### config.mk
export PLATFORM = sky130hd
export DESIGN_NAME = asg_top
export DESIGN_NICKNAME = d
export VERILOG_FILES = /design/src/hw/asg_mem_pkg.sv /design/src/hw/asg_ctl_pkg.sv /design/src/hw/asg_seq.sv /design/src/hw/asg_table.sv /design/src/hw/asg_out.sv /design/src/hw/asg_top.sv
export SDC_FILE = /design/constraint.sdc
export NUM_CORES = 1
export LEC_CHECK = 0
export ABC_AREA = 0
export BUFFER_PORTS_ARGS = -buffer_cell sky130_fd_sc_hd__buf_2
export CAP_MARGIN = 15
export CORE_AREA = 2 2 430 219
export CTS_CLUSTER_SIZE = 40
export DETAILED_ROUTE_END_ITERATION = 7
export DIE_AREA = 0 0 432 221
export PLACE_DENSITY_LB_ADDON = 0.1
export RECOVER_POWER = 50
export SLEW_MARGIN = 15
export SYNTH_ARGS = -nofsm -noshare
export SYNTH_HDL_FRONTEND = slang
export SYNTH_SLANG_ARGS = --single-unit
### constraint.sdc
create_clock -name sto -period 5.3 [get_ports sto]
set_input_delay 0 -clock sto [delete_from_list [all_inputs] [get_ports sto]]
set_output_delay 0 -clock sto [all_outputs]
set_load 0.1 [all_outputs]
### src/hw/asg_mem_pkg.sv
package asg_mem_pkg;

  ////////////////////
  // waveform table
  ////////////////////

  // address width, 64 samples
  // also the integer part of the phase pointer
  localparam int TBL_AW = 6;

  // sample width
  localparam int SMP_W = 16;

  ////////////////////
  // cpu port
  ////////////////////

  // byte address, word index from bit 2 up
  localparam int BUS_AW = 8;

  // access decoded from the strobes
  typedef enum logic [1:0] {
    BUS_NOP = 2'd0,
    BUS_RD  = 2'd1,
    BUS_WR  = 2'd2
  } bus_op_e;

endpackage

### src/hw/asg_ctl_pkg.sv
package asg_ctl_pkg;

  import asg_mem_pkg::*;

  ////////////////////
  // periodic pointer
  ////////////////////

  // fraction bits of the fixed point pointer
  localparam int PTR_FW = 4;

  // full pointer, integer part indexes the table
  localparam int PTR_W = TBL_AW + PTR_FW;

  ////////////////////
  // burst counters
  ////////////////////

  // period length counter
  localparam int BLN_W = 16;

  // repetition counter
  localparam int BNM_W = 8;

  // sequencer states
  typedef enum logic [1:0] {
    ST_STOP  = 2'd0,
    ST_ARMED = 2'd1,
    ST_RUN   = 2'd2
  } seq_state_e;

endpackage

### src/hw/asg_seq.sv
`timescale 1ns/10ps

module asg_seq
  import asg_mem_pkg::*;
  import asg_ctl_pkg::*;
(
  input  logic              sto,
  input  logic              ctl_rst,
  // control pulses
  input  logic              ctl_str,
  input  logic              ctl_stp,
  input  logic              ctl_trg,
  // stall from the output stage
  input  logic              adv,
  // periodic mode
  input  logic [PTR_W-1:0]  cfg_siz,
  input  logic [PTR_W-1:0]  cfg_ste,
  input  logic [PTR_W-1:0]  cfg_off,
  // burst mode
  input  logic              cfg_ben,
  input  logic              cfg_inf,
  input  logic [TBL_AW-1:0] cfg_bdl,
  input  logic [BLN_W-1:0]  cfg_bpl,
  input  logic [BNM_W-1:0]  cfg_bnm,
  // status and events
  output logic              sts_str,
  output logic              sts_stp,
  output logic              sts_trg,
  output logic              evn_per,
  output logic [BLN_W-1:0]  sts_bln,
  output logic [BNM_W-1:0]  sts_bnm,
  // table read request
  output logic [TBL_AW-1:0] rd_addr,
  output logic              rd_en,
  output logic              rd_lst
);

  seq_state_e        state;
  seq_state_e        state_nxt;
  logic              run_go;
  logic              run_adv;
  logic              run_end;
  logic              bst_end;
  logic              end_bpl;
  logic              end_bnm;
  logic              bln_dat;
  logic [PTR_W-1:0]  ptr;
  logic [PTR_W+1:0]  ptr_add;
  logic [PTR_W+1:0]  ptr_sub;
  logic [TBL_AW-1:0] adr_per;
  logic [TBL_AW-1:0] adr_bst;

  ////////////////////
  // state machine
  ////////////////////

  // a word is issued in every run cycle the pipeline moves
  assign run_adv = (state == ST_RUN) & adv;

  // final period done and no infinite repeat
  assign bst_end = cfg_ben & end_bpl & end_bnm;

  // stop acts at once, burst end only on an issued word
  assign run_end = ctl_stp | (run_adv & bst_end);

  always_comb begin
    state_nxt = state;
    case (state)
      ST_STOP: begin
        // trigger together with start skips the armed state
        if (ctl_str && !ctl_stp) begin
          state_nxt = ctl_trg ? ST_RUN : ST_ARMED;
        end
      end
      ST_ARMED: begin
        if (ctl_stp) begin
          state_nxt = ST_STOP;
        end else if (ctl_trg) begin
          state_nxt = ST_RUN;
        end
      end
      ST_RUN: begin
        // further triggers ignored while running
        if (run_end) begin
          state_nxt = ST_STOP;
        end
      end
      default: begin
        state_nxt = ST_STOP;
      end
    endcase
  end

  // entering run, pointer and counters restart
  assign run_go = (state != ST_RUN) & (state_nxt == ST_RUN);

  always_ff @(posedge sto) begin
    if (ctl_rst) begin
      state <= ST_STOP;
    end else begin
      state <= state_nxt;
    end
  end

  assign sts_str = (state != ST_STOP);
  assign sts_stp = ~sts_str;
  assign sts_trg = (state == ST_RUN);

  ////////////////////
  // periodic pointer
  ////////////////////

  // two spare bits, top one is the sign of the wrap test
  assign ptr_add = (PTR_W+2)'(ptr) + (PTR_W+2)'(cfg_ste) + (PTR_W+2)'(1);
  assign ptr_sub = ptr_add - (PTR_W+2)'(cfg_siz) - (PTR_W+2)'(1);

  always_ff @(posedge sto) begin
    if (ctl_rst) begin
      ptr <= '0;
    end else if (run_go) begin
      ptr <= cfg_off;
    end else if (run_adv && !cfg_ben) begin
      // modulo wrap when the difference is not negative
      ptr <= ptr_sub[PTR_W+1] ? ptr_add[PTR_W-1:0] : ptr_sub[PTR_W-1:0];
    end
  end

  // integer part only
  assign adr_per = ptr[PTR_FW +: TBL_AW];

  ////////////////////
  // burst counters
  ////////////////////

  assign end_bpl = (sts_bln == cfg_bpl);
  assign end_bnm = ~cfg_inf & (sts_bnm == cfg_bnm);

  always_ff @(posedge sto) begin
    if (ctl_rst) begin
      sts_bln <= '0;
      sts_bnm <= '0;
    end else if (run_go) begin
      sts_bln <= '0;
      sts_bnm <= '0;
    end else if (run_adv && cfg_ben) begin
      sts_bln <= end_bpl ? '0 : sts_bln + 1'b1;
      // wraps freely in infinite mode
      sts_bnm <= sts_bnm + BNM_W'(end_bpl);
    end
  end

  // data part of the period, then hold on the last data word
  assign bln_dat = (sts_bln <= BLN_W'(cfg_bdl));
  assign adr_bst = bln_dat ? sts_bln[TBL_AW-1:0] : cfg_bdl;

  // one cycle after the final word of each period
  always_ff @(posedge sto) begin
    if (ctl_rst) begin
      evn_per <= 1'b0;
    end else begin
      evn_per <= run_adv & cfg_ben & end_bpl;
    end
  end

  ////////////////////
  // read request
  ////////////////////

  always_ff @(posedge sto) begin
    if (ctl_rst) begin
      rd_en  <= 1'b0;
      rd_lst <= 1'b0;
    end else if (adv) begin
      rd_en  <= (state == ST_RUN);
      // word issued in the stop cycle or at burst end
      rd_lst <= (state == ST_RUN) & run_end;
    end
  end

  always_ff @(posedge sto) begin
    if (run_adv) begin
      rd_addr <= cfg_ben ? adr_bst : adr_per;
    end
  end

endmodule

### src/hw/asg_table.sv
`timescale 1ns/10ps

module asg_table
  import asg_mem_pkg::*;
(
  input  logic              sto,
  input  logic              ctl_rst,
  // cpu port
  input  logic              bus_wen,
  input  logic              bus_ren,
  input  logic [BUS_AW-1:0] bus_addr,
  input  logic [SMP_W-1:0]  bus_wdata,
  output logic [SMP_W-1:0]  bus_rdata,
  output logic              bus_ack,
  // stream side
  input  logic              adv,
  input  logic              rd_en,
  input  logic              rd_lst,
  input  logic [TBL_AW-1:0] rd_addr,
  output logic [SMP_W-1:0]  rd_data,
  output logic              tbl_vld,
  output logic              tbl_lst
);

  logic [SMP_W-1:0]  mem [0:2**TBL_AW-1];
  bus_op_e           bus_op;
  logic [TBL_AW-1:0] bus_idx;

  ////////////////////
  // cpu access
  ////////////////////

  // word index, byte lane bits dropped
  assign bus_idx = bus_addr[2 +: TBL_AW];

  // write wins when both strobes are high
  always_comb begin
    if (bus_wen) begin
      bus_op = BUS_WR;
    end else if (bus_ren) begin
      bus_op = BUS_RD;
    end else begin
      bus_op = BUS_NOP;
    end
  end

  always_ff @(posedge sto) begin
    case (bus_op)
      BUS_WR: begin
        mem[bus_idx] <= bus_wdata;
      end
      BUS_RD: begin
        bus_rdata <= mem[bus_idx];
      end
      default: begin
      end
    endcase
  end

  // ack one cycle after either strobe, rdata valid with it
  always_ff @(posedge sto) begin
    if (ctl_rst) begin
      bus_ack <= 1'b0;
    end else begin
      bus_ack <= (bus_op != BUS_NOP);
    end
  end

  ////////////////////
  // stream read
  ////////////////////

  // read register holds its value on gaps and stalls
  always_ff @(posedge sto) begin
    if (adv && rd_en) begin
      rd_data <= mem[rd_addr];
    end
  end

  // valid and last follow the data one stage on
  always_ff @(posedge sto) begin
    if (ctl_rst) begin
      tbl_vld <= 1'b0;
      tbl_lst <= 1'b0;
    end else if (adv) begin
      tbl_vld <= rd_en;
      tbl_lst <= rd_en & rd_lst;
    end
  end

endmodule

### src/hw/asg_out.sv
`timescale 1ns/10ps

module asg_out
  import asg_mem_pkg::*;
(
  input  logic             sto,
  input  logic             ctl_rst,
  // from the table
  input  logic [SMP_W-1:0] rd_data,
  input  logic             tbl_vld,
  input  logic             tbl_lst,
  // stream
  input  logic             str_ready,
  output logic [SMP_W-1:0] str_data,
  output logic             str_valid,
  output logic             str_last,
  // event and stall
  output logic             evn_lst,
  output logic             adv
);

  ////////////////////
  // stall condition
  ////////////////////

  // output register empty or being taken
  // every upstream stage moves only with this
  assign adv = str_ready | ~str_valid;

  ////////////////////
  // output register
  ////////////////////

  always_ff @(posedge sto) begin
    if (ctl_rst) begin
      str_valid <= 1'b0;
      str_last  <= 1'b0;
    end else if (adv) begin
      str_valid <= tbl_vld;
      // last only meaningful with valid
      str_last  <= tbl_vld & tbl_lst;
    end
  end

  // payload loads only with a valid word
  // so it stays stable under back-pressure
  always_ff @(posedge sto) begin
    if (adv && tbl_vld) begin
      str_data <= rd_data;
    end
  end

  ////////////////////
  // last word event
  ////////////////////

  // one cycle, on the transfer of the final word
  assign evn_lst = str_valid & str_last & str_ready;

endmodule

### src/hw/asg_top.sv
`timescale 1ns/10ps

module asg_top
  import asg_mem_pkg::*;
  import asg_ctl_pkg::*;
(
  input  logic              sto,
  input  logic              ctl_rst,
  // control and status
  input  logic              ctl_str,
  input  logic              ctl_stp,
  input  logic              ctl_trg,
  output logic              sts_str,
  output logic              sts_stp,
  output logic              sts_trg,
  // events
  output logic              evn_per,
  output logic              evn_lst,
  // periodic mode
  input  logic [PTR_W-1:0]  cfg_siz,
  input  logic [PTR_W-1:0]  cfg_ste,
  input  logic [PTR_W-1:0]  cfg_off,
  // burst mode
  input  logic              cfg_ben,
  input  logic              cfg_inf,
  input  logic [TBL_AW-1:0] cfg_bdl,
  input  logic [BLN_W-1:0]  cfg_bpl,
  input  logic [BNM_W-1:0]  cfg_bnm,
  // burst status
  output logic [BLN_W-1:0]  sts_bln,
  output logic [BNM_W-1:0]  sts_bnm,
  // cpu port
  input  logic              bus_wen,
  input  logic              bus_ren,
  input  logic [BUS_AW-1:0] bus_addr,
  input  logic [SMP_W-1:0]  bus_wdata,
  output logic [SMP_W-1:0]  bus_rdata,
  output logic              bus_ack,
  // output stream
  output logic [SMP_W-1:0]  str_data,
  output logic              str_valid,
  output logic              str_last,
  input  logic              str_ready
);

  ////////////////////
  // internal links
  ////////////////////

  // single stall condition, from the output stage
  logic              adv;
  // sequencer to table
  logic [TBL_AW-1:0] rd_addr;
  logic              rd_en;
  logic              rd_lst;
  // table to output stage
  logic [SMP_W-1:0]  rd_data;
  logic              tbl_vld;
  logic              tbl_lst;

  // address producer
  asg_seq i_asg_seq (
    .sto     (sto),
    .ctl_rst (ctl_rst),
    .ctl_str (ctl_str),
    .ctl_stp (ctl_stp),
    .ctl_trg (ctl_trg),
    .adv     (adv),
    .cfg_siz (cfg_siz),
    .cfg_ste (cfg_ste),
    .cfg_off (cfg_off),
    .cfg_ben (cfg_ben),
    .cfg_inf (cfg_inf),
    .cfg_bdl (cfg_bdl),
    .cfg_bpl (cfg_bpl),
    .cfg_bnm (cfg_bnm),
    .sts_str (sts_str),
    .sts_stp (sts_stp),
    .sts_trg (sts_trg),
    .evn_per (evn_per),
    .sts_bln (sts_bln),
    .sts_bnm (sts_bnm),
    .rd_addr (rd_addr),
    .rd_en   (rd_en),
    .rd_lst  (rd_lst)
  );

  // waveform memory
  asg_table i_asg_table (
    .sto       (sto),
    .ctl_rst   (ctl_rst),
    .bus_wen   (bus_wen),
    .bus_ren   (bus_ren),
    .bus_addr  (bus_addr),
    .bus_wdata (bus_wdata),
    .bus_rdata (bus_rdata),
    .bus_ack   (bus_ack),
    .adv       (adv),
    .rd_en     (rd_en),
    .rd_lst    (rd_lst),
    .rd_addr   (rd_addr),
    .rd_data   (rd_data),
    .tbl_vld   (tbl_vld),
    .tbl_lst   (tbl_lst)
  );

  // stream register
  asg_out i_asg_out (
    .sto       (sto),
    .ctl_rst   (ctl_rst),
    .rd_data   (rd_data),
    .tbl_vld   (tbl_vld),
    .tbl_lst   (tbl_lst),
    .str_ready (str_ready),
    .str_data  (str_data),
    .str_valid (str_valid),
    .str_last  (str_last),
    .evn_lst   (evn_lst),
    .adv       (adv)
  );

endmodule

Word-level counts from Yosys, hierarchy flattened:

Memory sizes are Yosys's and may differ from the RTL's. A register that Yosys moved wholly into a read port is not among the register bits.
Cells that the tools add are included.

* memory bits (writable): 1024
* output and inout bits: 64
* input port bits: 94
* register bits after elaboration: 66
* memories kept: 1
* logic and storage cells: 76

* reductions and logical operators: 12
* add/subtract/negate cells: 6
* equal/unequal tests: 8
* magnitude comparators: 1
* mux-type cells: 16
* bitwise logic cells: 18

Memory list
* i_asg_table.mem: depth 64, width 16, read ports 2, clocked after Yosys merged registers in 2, wr ports 1, RTL line asg_table.sv:25 `logic [SMP_W-1:0] mem [0:2**TBL_AW-1];`

Operators by type and width (count)
* $mux W10: 3
* $add A16 B1 Y16 const B: 1
* $eq A16 B16 Y1: 1
* $le A16 B6 Y1: 1
* $mux W16: 1
* $and A1 B1 Y1: 13
* $add A12 B1 Y12 const B: 1
* $mux W2: 6
* $mux W6: 2
* $sub A12 B1 Y12 const B: 1
* $sub A12 B10 Y12: 1
* $add A10 B10 Y11: 1
* $add A8 B1 Y8: 1
* $eq A8 B8 Y1: 1
* $eq A2 B2 Y1 const B: 3
* $pmux W2 S3: 1
* $reduce_bool A2 Y1: 3
* $logic_and A1 B1 Y1: 5
* $eq A2 B1 Y1 const B: 2
* $mux W1: 3
* $not A1 Y1: 3
* $logic_not A1 Y1: 2
* $logic_not A2 Y1: 1
* $ne A2 B2 Y1 const B: 1
* 2 further kinds: 3

Logic depth before layout (Yosys ltp):

* depth in word-level cells: 10
* gate-level depth with buffers: 21
* mapped depth without buffers: 20

Hierarchy:

From an unflattened synthesis, not the netlist that was laid out.

* cell total of the unflattened synthesis: 3169
* area total of the unflattened synthesis: 52828.2 um^2

By module, submodules not included
* asg_table: area an instance 48754.3 um^2, cells an instance 2726, instances 1, sequential area each 31770.5 um^2
* asg_seq: area an instance 3492.1 um^2, cells an instance 416, instances 1, sequential area each 960.9 um^2
* asg_out: area an instance 581.8 um^2, cells an instance 27, instances 1, sequential area each 520.5 um^2

Least setup slack after synthesis:

OpenSTA, ideal clock, no wires.

* path type: flip-flop to flip-flop
* from: register i_asg_seq.ptr[1]
* to: register i_asg_seq.ptr[2]
* cell stages (with the launch flop): 19
* library setup time: 0.103 ns
* arrival: 3.794 ns
* clock period less this slack: 3.897 ns
* data required time: 5.197 ns
* path buffers: 1
* path slack: 1.403 ns
* cell sequence: dfxtp_1 ha_1 a21o_1 and4_4 or4_4 a21o_2 and2_1 xnor2_1 ha_1 a21oi_1 a21oi_1 a211oi_1 o31a_1 nand2_1 xnor2_1 a31oi_1 buf_6 mux2i_1 a2111oi_2

* cells in the longest elaborated chain, start to end: 7

Ends and longest elaborated chain
* start: declaration: RTL line asg_seq.sv:47 `logic [PTR_W-1:0] ptr;`
* start signal: assignment: RTL line asg_seq.sv:121 `ptr <= cfg_off;`
* start signal: assignment: RTL line asg_seq.sv:124 `ptr <= ptr_sub[PTR_W+1] ? ptr_add[PTR_W-1:0] : ptr_sub[PTR_W-1:0];`
* $add A10 B10 Y11 (*): RTL line asg_seq.sv:114 `assign ptr_add = (PTR_W+2)'(ptr) + (PTR_W+2)'(cfg_ste) + (PTR_W+2)'(1);`
* $add A12 B1 Y12 (*): RTL line asg_seq.sv:114
* $sub A12 B10 Y12: RTL line asg_seq.sv:115 `assign ptr_sub = ptr_add - (PTR_W+2)'(cfg_siz) - (PTR_W+2)'(1);`
* $sub A12 B1 Y12: RTL line asg_seq.sv:115
* $mux W10 (*): RTL line asg_seq.sv:124
* $mux W10 (*): RTL line asg_seq.sv:122 `end else if (run_adv && !cfg_ben) begin`
* $mux W10 (*): RTL line asg_seq.sv:120 `end else if (run_go) begin`

Every way passes the cells marked *; elsewhere a longest branch is shown, timed or not. The select of a mux whose other input is x is not followed.
A chain may end at the register's enable or synchronous reset.

Worst setup path in the final report:

* from: register i_asg_seq.ptr[0]
* to: register i_asg_seq.ptr[2]

Same word-level chain as after synthesis.

==> results.toml <==
[run_status]
status = "finished with violations"
violations = "capacitance limit, slew limit"

[floorplanning]
die_h_um = 221
io_pins = 158
start_util_pct = 54.4
die_w_um = 432
core_sq_um = 91800
die-area_sq_um = 95500
fp-row-count = 79

[pwr]
swShare_pct = 22.9
vdd_drop_max_mv = 0.263
power_frac_seq_pct = 52.4
power_density_nw_per_um2 = 333
pwr-share-clk_pct = 39.7
total_power_w = 0.0188
combPwrFrac_pct = 8.0
power.internal_w = 0.0145
power.leakage_nw = 17.7
switching_power_w = 0.00431

[worst_setup_path]
worst_ep_arrival_time_ns = 5.78
worstReg2RegStart = "i_asg_seq.ptr[0]$_SDFFE_PP0P_"
crit_family = "compound AO/OA/AOI/OAI gates"
crit_path_end = "i_asg_seq.ptr[2]$_SDFFE_PP0P_"
critical_path_class = "flop to flop"
r2r_end = "i_asg_seq.ptr[2]$_SDFFE_PP0P_"
rrSetupSlack_ns = 0.10
slowest_delay_ns = 0.59
reg2reg_depth = 21
critPathLaunchType = "flop"
cp.depth = 21
critPathBufInv = 3
path_cells = "ha_1 > inv_1 > fa_1 > nor2b_1 > o22ai_1 > xnor2_2 > and3_2 > nand3_1 > xnor2_1 > ha_1 > a21oi_1 > a21oi_1 > a211oi_1 > o31a_1 > nand2_1 > xnor2_1 > a31oi_1 > buf_4 > mux2i_1 > a2111oi_2 > dlygate4sd3_1"
worst_setup_path_end_kind = "flop"
crit_slowest_cell = "dlygate4sd3_1"
cp.required_ns = 5.88
crit_start = "i_asg_seq.ptr[0]$_SDFFE_PP0P_"
critPathMaxFanout = 9

[synth]
ys_async_sr_fraction_pct = 0
postSynthCellCount = 2858
postSynthAreaPerCell_sq_um = 17.5
synth_area_leaders = "edfxtp_1, mux4_2, a22oi_1"
syn_area_sq_um = 49900
ys_seq_area_share_pct = 66.6
synth_ff_type = "edfxtp_1"
syn-num-nets = 2984
synth_top_area_cell = "edfxtp_1"
ys_seq_elements = 1122
yosys.area.top_type_share_pct = 64.8
synthDistinctLibCells = 59
synth_common_cells = "edfxtp_1, mux4_2, a22oi_1, clkbuf_1, nor2_1"
synth_edf_count = 1078
synth_most_common_cell = "edfxtp_1"
yosysWarnings = 0

[sta]
fin_skew_ns = 0.0257
drv_slew = 1049
tns_ns = 0
min_period_ns = 5.20
relSlewSlack_pct = -103
setup_viol = 0
fmax_mhz = 192
holdWs_ns = 0.0385
post-route-period-util_pct = 98.1
worst_slew_pin_slew_ns = 3.05
hold_violations = 0

[global_route]
grt_max_degree = 83
grt_pass1_vias = 31200
antenna_found_initial = 13
grt_usage_pct = 33.5
grt.overflow.total = 0
grt_pass1_wl_mm = 230

[flow_run]
maxCapViolations = 17

[placement]
gp_congestion = 0.896
io_buffers = 155
dp_hpwl_mm = 101
placed_cell_area_sq_um = 52800

[finish]
fin_nets = 3189
drive_gt1_share_pct = 25.2
fin_area_sq_um = 56500
area_growth_pct = 13.2

[clock_tree]
cts-htree-levels = 3
numClockSinks = 1122
clk_pin_slew_worst_paths_ns = 0.07
insertion_delay_ns = 0.70
cts_root_buffer = "clkbuf_16"
tritoncts = "yes"
cts_buffers = 98
clock_path_buffers = 3

[drt]
vias = 32600
routed_wirelength_mm = 161
routedWlPerCell_um = 37.0
vias_per_cell = 7.48
drtIter0Drc = 5394
drtAntennaViolNets = 0
dr.pass1.iters = 7
drc = 0

[hold_path]
min_path_type = "input port to flop"
-- through the flow --
| step | std cells | setup slack [ns] | util [%] |
|---|---|---|---|
| after floorplan | 2858 | 1.40 | - |
| after detailed placement | 4125 | 0.667 | 57.5 |
| after global placement | 4125 | 0.746 | 57.5 |
| final | 4360 | 0.102 | 61.5 |
| after CTS | 4346 | 0.0989 | 61.4 |
| after global routing | 4359 | -0.142 | 61.5 |
-- sequential cells by signal, indices dropped and copies added, names as in the netlist --
register / count
i_asg_out.str_last: 1
i_asg_seq.evn_per: 1
i_asg_table.bus_rdata: 16
i_asg_out.str_data: 16
i_asg_table.tbl_vld: 1
i_asg_table.tbl_lst: 1
i_asg_table.bus_ack: 1
i_asg_table.rd_data: 16
i_asg_seq.rd_en: 1
i_asg_seq.state: 2
i_asg_seq.rd_lst: 1
i_asg_out.str_valid: 1
i_asg_seq.sts_bnm: 8
i_asg_table.mem: 1024
i_asg_seq.rd_addr: 6
i_asg_seq.sts_bln: 16
i_asg_seq.ptr: 10
-- power by group through the flow --
stage	sequential, W	clock, W	combinational [W]
5_1_grt	0.00985	0.00786	0.00156
4_1_cts	0.00983	0.00752	0.00143
3_5_place_dp	0.0100	0	0.00141
2_1_floorplan	0.0101	0	0.000766
6_report	0.00984	0.00746	0.00150
3_3_place_gp	0.0100	0	0.00138
-- worst min-delay path: stages --
cell and delay (ns):
buf_2 0.07, nor4_1 0.06, a31oi_1 0.31, a21oi_1 0.15, nor2_1 0.08
-- final cells by class --
| type | instances | area (sq um) |
|---|---|---|
| clock buffer | 130 | 2730 |
| clock inverter | 51 | 531 |
| sequential | 1122 | 33300 |
| multi-input combinational | 1481 | 16000 |
| antenna | 1 | 2.50 |
| inverter | 27 | 101 |
| timing repair buffer | 333 | 2400 |
| tap | 1215 | 1520 |
| fill | 6493 | 35300 |
-- worst min-delay path by stage --
stage / start / endpoint / slack, ns / cells after the start
3_3_place_gp: ctl_trg / i_asg_seq.state[0]$_SDFF_PP0_ / 0.17 / 2
3_5_place_dp: ctl_trg / i_asg_seq.state[0]$_SDFF_PP0_ / 0.19 / 2
6_report: cfg_inf / i_asg_seq.state[1]$_SDFF_PP0_ / 0.04 / 5
5_1_grt: cfg_inf / i_asg_seq.state[1]$_SDFF_PP0_ / 0.03 / 5
2_1_floorplan: ctl_trg / i_asg_seq.state[0]$_SDFF_PP0_ / 0.08 / 1
4_1_cts: bus_wdata[7] / i_asg_table.mem[21][7]$_DFFE_PP_ / 0.01 / 1
-- per-layer routing --
| layer | global-route usage (%) | part of all wire, % | vias to the layer above | routed length (um) |
|---|---|---|---|---|
| li1 | - | - | 12700 | - |
| met3 | 12.3 | 16 | 317 | 26200 |
| met1 | 51.3 | 39 | 16600 | 63100 |
| met2 | 45.6 | 42 | 2920 | 67500 |
| met5 | 0 | 0.063 | - | 101 |
| met4 | 8.24 | 2.8 | 16 | 4470 |
-- cells in the final DEF (no fill, tap or decap), drive strengths merged, types with 4 or more instances in the layout --
cell	n
a21o	5
a31oi	95
a22o	101
dlygate4sd3	45
nor2b	8
nor3b	6
nor3	9
mux4	336
edfxtp	1078
clkinv	33
a22oi	319
ha	30
dfxtp	44
clkbuf	186
buf	232
nor2	102
nand4	43
nand3	45
and2	7
or2	5
a221oi	101
bufinv	11
inv	29
a21oi	61
o21a	4
o21ai	6
xnor2	44
clkinvlp	5
and3	22
nand2	28
nor4	17
xor2	22
o22ai	11
nand2b	4
mux2i	18
-- logic make-up after synthesis --
family	synth area share (%)
buffers and inverters	1.96
AND/OR/NAND/NOR	3.22
AO/OA/AOI/OAI	10.7
adder cells (fa/ha/maj)	0.832
XOR/XNOR	1.16
flip-flops	66.6
multiplexers	15.5
-- what timing repair did --
item	in CTS	in global routing
endpoints found under the setup margin	0	9
buffers inserted	0	8
hold endpoints to repair	45	320
hold buffers	40	5
gates resized for setup	0	7
Note: power is estimated with default switching activity, not from simulation.
